<file path="src/design/fetch_consts.svh">
`ifndef FETCH_CONSTS_SVH
`define FETCH_CONSTS_SVH

// bit positions in the control word
`define CTRL_START_BIT       0
`define CTRL_SOFT_RESET_BIT  1

// byte step between consecutive fetch addresses
`define PC_STEP              32'd4

// consecutive req cycles before the grant
`define IMEM_GRANT_WAIT      3

// clock edges from grant to rvalid
// keep at least 1 for the BRAM read latency
`define IMEM_RVALID_DELAY    2

// cycles of done before stop is raised
`define STOP_HOLD_CYCLES     30

`endif

</file>
<file path="src/design/fetch_pkg.sv">
`default_nettype none

package fetch_pkg;

    // data or address word
    typedef logic [31:0] word_t;

    // cycle and hold counters
    typedef logic [31:0] count_t;

endpackage

`default_nettype wire

</file>
<file path="src/design/imem_if.sv">
`default_nettype none

// fetch request path between the sequencer and the bridge
interface imem_if;
    import fetch_pkg::*;

    logic  req;
    word_t addr;
    logic  gnt;
    logic  rvalid;
    word_t rdata;

    // one request outstanding, addr held until gnt
    modport requester (
        output req,
        output addr,
        input  gnt,
        input  rvalid,
        input  rdata
    );

    modport responder (
        input  req,
        input  addr,
        output gnt,
        output rvalid,
        output rdata
    );

endinterface

`default_nettype wire

</file>
<file path="src/design/run_control.sv">
`default_nettype none

`include "fetch_consts.svh"

module run_control (
    input  wire                   clk,
    input  wire                   reset,
    input  wire fetch_pkg::word_t ctrl_i,
    input  wire                   done_i,
    output logic                  start_o,
    output logic                  soft_reset_o,
    output logic                  enable_o,
    output logic                  stop_o,
    output fetch_pkg::count_t     cycle_count_o
);
    import fetch_pkg::*;

    localparam count_t HOLD_LAST = count_t'(`STOP_HOLD_CYCLES - 1);

    // previous value of the two control bits
    logic   start_bit_q;
    logic   soft_bit_q;
    logic   start_q;
    logic   soft_reset_q;
    logic   enable_q;
    logic   stop_q;
    logic   clear;
    count_t cycle_cnt_q;
    count_t hold_cnt_q;

    assign start_o       = start_q;
    assign soft_reset_o  = soft_reset_q;
    assign enable_o      = enable_q;
    assign stop_o        = stop_q;
    assign cycle_count_o = cycle_cnt_q;

    // soft reset clears the run state like reset
    assign clear = reset | soft_reset_q;

    // rising-edge strobes, one cycle wide
    always_ff @(posedge clk) begin
        if (reset) begin
            start_bit_q  <= 1'b0;
            soft_bit_q   <= 1'b0;
            start_q      <= 1'b0;
            soft_reset_q <= 1'b0;
        end else begin
            start_bit_q  <= ctrl_i[`CTRL_START_BIT];
            soft_bit_q   <= ctrl_i[`CTRL_SOFT_RESET_BIT];
            start_q      <= ctrl_i[`CTRL_START_BIT] & ~start_bit_q;
            soft_reset_q <= ctrl_i[`CTRL_SOFT_RESET_BIT] & ~soft_bit_q;
        end
    end

    // enable, cycle count and sticky stop
    always_ff @(posedge clk) begin
        if (clear) begin
            enable_q    <= 1'b0;
            stop_q      <= 1'b0;
            cycle_cnt_q <= '0;
            hold_cnt_q  <= '0;
        end else if (start_q && !stop_q) begin
            // new run starts counting from zero
            enable_q    <= 1'b1;
            cycle_cnt_q <= '0;
            hold_cnt_q  <= '0;
        end else if (!stop_q) begin
            if (enable_q) begin
                cycle_cnt_q <= cycle_cnt_q + 32'd1;
            end
            if (done_i) begin
                hold_cnt_q <= hold_cnt_q + 32'd1;
                // success held long enough
                if (hold_cnt_q == HOLD_LAST) begin
                    stop_q   <= 1'b1;
                    enable_q <= 1'b0;
                end
            end
        end
    end

endmodule

`default_nettype wire

</file>
<file path="src/design/fetch_sequencer.sv">
`default_nettype none

`include "fetch_consts.svh"

module fetch_sequencer (
    input  wire                   clk,
    input  wire                   reset,
    input  wire                   start_i,
    input  wire                   soft_reset_i,
    input  wire                   enable_i,
    input  wire fetch_pkg::word_t initial_pc_i,
    input  wire fetch_pkg::word_t success_code_i,
    output logic                  done_o,
    imem_if.requester             mem
);
    import fetch_pkg::*;

    typedef enum logic [1:0] {
        S_IDLE,
        S_REQ,
        S_WAIT
    } state_t;

    state_t state_q;
    word_t  pc_q;
    logic   req_q;
    logic   done_q;

    assign mem.req  = req_q;
    assign mem.addr = pc_q;
    assign done_o   = done_q;

    always_ff @(posedge clk) begin
        if (reset || soft_reset_i) begin
            state_q <= S_IDLE;
            req_q   <= 1'b0;
            done_q  <= 1'b0;
        end else if (start_i) begin
            // fresh run from the initial pc
            state_q <= S_IDLE;
            pc_q    <= initial_pc_i;
            req_q   <= 1'b0;
            done_q  <= 1'b0;
        end else begin
            unique case (state_q)
                S_IDLE: begin
                    if (enable_i && !done_q) begin
                        req_q   <= 1'b1;
                        state_q <= S_REQ;
                    end
                end
                S_REQ: begin
                    // hold req and addr until granted
                    if (mem.gnt) begin
                        req_q   <= 1'b0;
                        state_q <= S_WAIT;
                    end
                end
                S_WAIT: begin
                    if (mem.rvalid) begin
                        state_q <= S_IDLE;
                        if (mem.rdata == success_code_i) begin
                            done_q <= 1'b1;
                        end else begin
                            pc_q <= pc_q + `PC_STEP;
                        end
                    end
                end
                default: begin
                    state_q <= S_IDLE;
                end
            endcase
        end
    end

endmodule

`default_nettype wire

</file>
<file path="src/design/imem_bridge.sv">
`default_nettype none

`include "fetch_consts.svh"

module imem_bridge (
    input  wire                   clk,
    input  wire                   reset,
    imem_if.responder             bus,
    output logic                  mem_en_o,
    output fetch_pkg::word_t      mem_addr_o,
    input  wire fetch_pkg::word_t mem_rdata_i
);

    localparam int GRANT_LAST = `IMEM_GRANT_WAIT - 1;
    localparam int CNT_W      = $clog2(`IMEM_GRANT_WAIT) + 1;
    localparam int DELAY      = `IMEM_RVALID_DELAY;

    // consecutive cycles of req seen so far
    logic [CNT_W-1:0] wait_cnt_q;
    logic [DELAY-1:0] valid_sr_q;
    logic             grant;

    // grant on the last cycle of the wait
    assign grant = bus.req && (wait_cnt_q == CNT_W'(GRANT_LAST));

    assign bus.gnt = grant;

    // BRAM read issued in the grant cycle
    assign mem_en_o   = grant;
    assign mem_addr_o = bus.addr;

    assign bus.rvalid = valid_sr_q[DELAY-1];
    // BRAM holds its output between reads
    assign bus.rdata  = mem_rdata_i;

    always_ff @(posedge clk) begin
        if (reset || !bus.req || grant) begin
            wait_cnt_q <= '0;
        end else begin
            wait_cnt_q <= wait_cnt_q + 1'b1;
        end
    end

    // delay line from grant to rvalid
    always_ff @(posedge clk) begin
        if (reset) begin
            valid_sr_q <= '0;
        end else begin
            valid_sr_q[0] <= grant;
            for (int i = 1; i < DELAY; i++) begin
                valid_sr_q[i] <= valid_sr_q[i-1];
            end
        end
    end

endmodule

`default_nettype wire

</file>
<file path="src/design/fetch_harness_top.sv">
`default_nettype none

module fetch_harness_top (
    input  wire                    clk,
    input  wire                    reset,

    // control and run parameters
    input  wire fetch_pkg::word_t  gpio_ctrl_i,
    input  wire fetch_pkg::word_t  initial_pc_i,
    input  wire fetch_pkg::word_t  success_code_i,

    output wire                    stop_sim_o,
    output wire fetch_pkg::count_t cycle_count_o,

    // instruction BRAM port
    output wire                    ins_mem_enb_o,
    output wire fetch_pkg::word_t  ins_mem_addrb_o,
    input  wire fetch_pkg::word_t  ins_mem_doutb_i
);

    logic start;
    logic soft_reset;
    logic enable;
    logic done;

    imem_if imem_bus ();

    run_control u_run_control (
        .clk           (clk),
        .reset         (reset),
        .ctrl_i        (gpio_ctrl_i),
        .done_i        (done),
        .start_o       (start),
        .soft_reset_o  (soft_reset),
        .enable_o      (enable),
        .stop_o        (stop_sim_o),
        .cycle_count_o (cycle_count_o)
    );

    fetch_sequencer u_fetch_sequencer (
        .clk            (clk),
        .reset          (reset),
        .start_i        (start),
        .soft_reset_i   (soft_reset),
        .enable_i       (enable),
        .initial_pc_i   (initial_pc_i),
        .success_code_i (success_code_i),
        .done_o         (done),
        .mem            (imem_bus.requester)
    );

    imem_bridge u_imem_bridge (
        .clk         (clk),
        .reset       (reset),
        .bus         (imem_bus.responder),
        .mem_en_o    (ins_mem_enb_o),
        .mem_addr_o  (ins_mem_addrb_o),
        .mem_rdata_i (ins_mem_doutb_i)
    );

endmodule

`default_nettype wire

</file>
<file path="config.mk">
export PLATFORM = sky130hd
export DESIGN_NAME = fetch_harness_top
export DESIGN_NICKNAME = d
export VERILOG_FILES = /design/src/design/fetch_pkg.sv /design/src/design/imem_if.sv /design/src/design/run_control.sv /design/src/design/fetch_sequencer.sv /design/src/design/imem_bridge.sv /design/src/design/fetch_harness_top.sv
export VERILOG_INCLUDE_DIRS = /design/src /design/src/design
export SDC_FILE = /design/constraint.sdc
export NUM_CORES = 1
export LEC_CHECK = 0
export BUFFER_PORTS_ARGS = -buffer_cell sky130_fd_sc_hd__buf_2
export CORE_ASPECT_RATIO = 1.5
export CORE_MARGIN = 2
export CORE_UTILIZATION = 35
export CTS_CLUSTER_DIAMETER = 50
export CTS_CLUSTER_SIZE = 24
export DETAILED_ROUTE_END_ITERATION = 16
export REMOVE_ABC_BUFFERS = 1
export SYNTH_ARGS = -nofsm -noshare
export SYNTH_HDL_FRONTEND = slang
export SYNTH_HIERARCHICAL = 1
export SYNTH_SLANG_ARGS = --single-unit
</file>
<file path="constraint.sdc">
create_clock -name clk -period 6.7 [get_ports clk]
set_input_delay 1.005 -clock clk [delete_from_list [all_inputs] [get_ports clk]]
set_output_delay 1.005 -clock clk [all_outputs]
set_load 0.1 [all_outputs]
</file>
==> flow_summary.json <==
{
  "ios": 196,
  "min_to": "u_run_control/start_o",
  "synthCells": 698,
  "yosys-top-cells-area": "dfxtp_1 (25%), edfxtp_1 (15%), xor2_1 (12%)",
  "grt_max_degree": 66,
  "post_cts_buffers": 0,
  "fmax_mhz": 372,
  "synth_largest_area_cell": "dfxtp_1",
  "die_w_um": 114,
  "drive_gt1_share_pct": 27.1,
  "finalHoldViolCount": 0,
  "tightestPinTransition_ns": 1.12,
  "areaGrowthSynthToFinish_pct": 13.3,
  "final_area_um2": 7160,
  "grt_pass1_vias": 4777,
  "cts_resized": 0,
  "synth_edf_count": 32,
  "fin_nets": 928,
  "die_area_um2": 19200,
  "crit_type": "flop to output pin",
  "cp-start-kind": "flop",
  "hpwl_um": 10400,
  "power_leakage_nw": 2.75,
  "cts_max_level": 3,
  "min-delay-start": "u_run_control/start_bit_q",
  "outcome": "finished clean",
  "synth_area_um2": 6320,
  "fin_crit_ns": 2.69,
  "start_util_pct": 35.5,
  "synth-seq-cells": 111,
  "dr.pass1.iters": 5,
  "root_buffer": "clkbuf_16",
  "clock-skew-final_ns": 0.0126,
  "crit_path_end_kind": "output pin",
  "vdd_drop_max_mv": 0.0998,
  "arrival_ns": 1.69,
  "numCtsBuffers": 9,
  "fp.dieH_um": 169,
  "placed_area_um2": 6870,
  "place_congestion": 0.814,
  "clk_latency_ns": 0.35,
  "synth_top_area_share_pct": 25.0,
  "port_buffers": 165,
  "final_cell_mix": "buf_2 (165), xor2_1 (85), nor2_1 (79), dfxtp_1 (78), nand2_1 (59)",
  "regToRegSetupSlack_ns": 4.31,
  "crit_path_max_incr_delay_ns": 0.44,
  "clkTransAtPathRegs_ns": 0.07,
  "setup_violations": 0,
  "antenna_found_initial": 1,
  "finalCritPeriodShare_pct": 40.2,
  "drc": 0,
  "yosysUniqueCellTypes": 58,
  "drt_iter0_markers": 332,
  "r2r_end": "u_run_control/hold_cnt_q[30]",
  "synth_warnings": 6,
  "cts_buffer_depth": 2,
  "reg2reg_from": "u_run_control/start_o",
  "wl_per_cell_um": 13.8,
  "seq_area_frac_synth_pct": 40.2,
  "wl_um": 14000,
  "vias_per_cell": 4.95,
  "vias": 5024,
  "grt_overflow_total": 0,
  "rows": 60,
  "cts_tree": "yes",
  "worstPathCellList": "inv_1 > ha_1 > and2b_2 > and2_1 > buf_2",
  "ant_nets": 0,
  "min_path_type": "flop to flop",
  "coreArea_um2": 17800,
  "hold_buffers": 0,
  "cts.sinks": 111,
  "ys_async_sr_fraction_pct": 0,
  "final_common_cell": "buf_2",
  "holdPathStages": 1,
  "cp_slowest_cell": "buf_2",
  "grt_setup_unrepaired": "no",
  "maxSlewViolCount": 0,
  "r2r_cells": 6,
  "max_cap_violations": 0,
  "crit_fanout": 3,
  "final.setup.tns_ns": 0,
  "slew_headroom_pct": 24.5,
  "globalRouteTotalUtil_pct": 14.2,
  "hold_ws_ns": 0.379,
  "grt_pass1_wl_um": 22400,
  "synth_area_per_cell_um2": 9.05,
  "power_per_cell_area_nw_per_um2": 190,
  "required_ns": 5.69,
  "synth-main-ff-cell": "dfxtp_1"
}
## layer usage
metal / GRT usage (%) / routed length [µm]
met4: 4.83 / 239
met1: 16.7 / 5900
met2: 25.9 / 7080
met5: 0 / 0
met3: 2.43 / 763
## kinds of logic (layout without fill, tap and decap cells)
family	after synthesis	count (layout)	share of synthesized area, %
multiplexers	2	2	0.337
AO/OA/AOI/OAI	53	53	4.52
other	0	1	0
AND/OR/NAND/NOR	307	307	27.2
adder cells (fa/ha/maj)	6	6	1.19
buffers and inverters	103	202	10.5
flip-flops	111	111	40.2
XOR/XNOR	116	116	16.1
## cells in the mapped netlist (all sizes together), types with 5 or more instances
library cell and instances:
a21oi 10, and2 5, and3 9, and4 8
buf 70, clkbuf 14, dfxtp 79, edfxtp 32
ha 6, inv 18, nand2 59, nand3 29
nand4 38, nor2 81, nor2b 7, nor3 18
nor4 26, o21ai 37, or3 8, xnor2 31
xor2 85
## flip-flops by register name, summed over array words and instances, names as in the netlist, 2 cells and up
register,cells
u_imem_bridge/wait_cnt_q,3
u_fetch_sequencer/state_q,2
u_run_control/cycle_count_o,32
u_fetch_sequencer/mem.addr,32
u_run_control/hold_cnt_q,32
u_imem_bridge/valid_sr_q,2
## power breakdown
| part | leakage, nW | switching (mW) | internal (mW) |
|---|---|---|---|
| Combinational | 1.68 | 0.0841 | 0.0453 |
| Sequential | 0.928 | 0.00832 | 0.699 |
| Clock | 0.144 | 0.247 | 0.276 |
## critical path: cells and delay by family, from the launching register on
family	cells	cell delay (ns)
buf+inv	2	0.50
simple gates	2	0.35
flops	1	0.33
fa+ha+maj	1	0.17
## layout make-up
| type | instances | area (µm²) |
|---|---|---|
| timing repair buffer | 168 | 848 |
| tap | 217 | 272 |
| multi-input combinational | 484 | 3130 |
| fill | 1825 | 10600 |
| antenna | 1 | 2.50 |
| clock inverter | 6 | 40.0 |
| clock buffer | 10 | 250 |
| sequential | 111 | 2540 |
| inverter | 18 | 67.6 |
## per-stage QoR
stage	setup slack (ns)	utilization, %	cells	total power, mW
after floorplan	1.35	-	613	0.800
after global placement	3.97	38.6	998	0.853
after detailed placement	3.96	38.6	998	0.854
after CTS	3.98	40.2	1014	1.38
after global routing	3.91	40.2	1015	1.42
final	4.01	40.2	1015	1.36
## worst max path at each step
stage / startpoint / endpoint / slack [ns] / cells past startpoint
final: u_imem_bridge/wait_cnt_q[0] / ins_mem_enb_o / 4.01 / 5
after global routing: u_imem_bridge/wait_cnt_q[0] / ins_mem_enb_o / 3.91 / 5
after CTS: u_imem_bridge/wait_cnt_q[0] / ins_mem_enb_o / 3.98 / 5
after detailed placement: success_code_i[7] / u_fetch_sequencer/mem.addr[15] / 3.96 / 7
after global placement: success_code_i[7] / u_fetch_sequencer/mem.addr[8] / 3.97 / 7
after floorplan: u_run_control/start_o / u_run_control/hold_cnt_q[30] / 1.35 / 4
No activity file was read; power rests on OpenSTA's default activity.
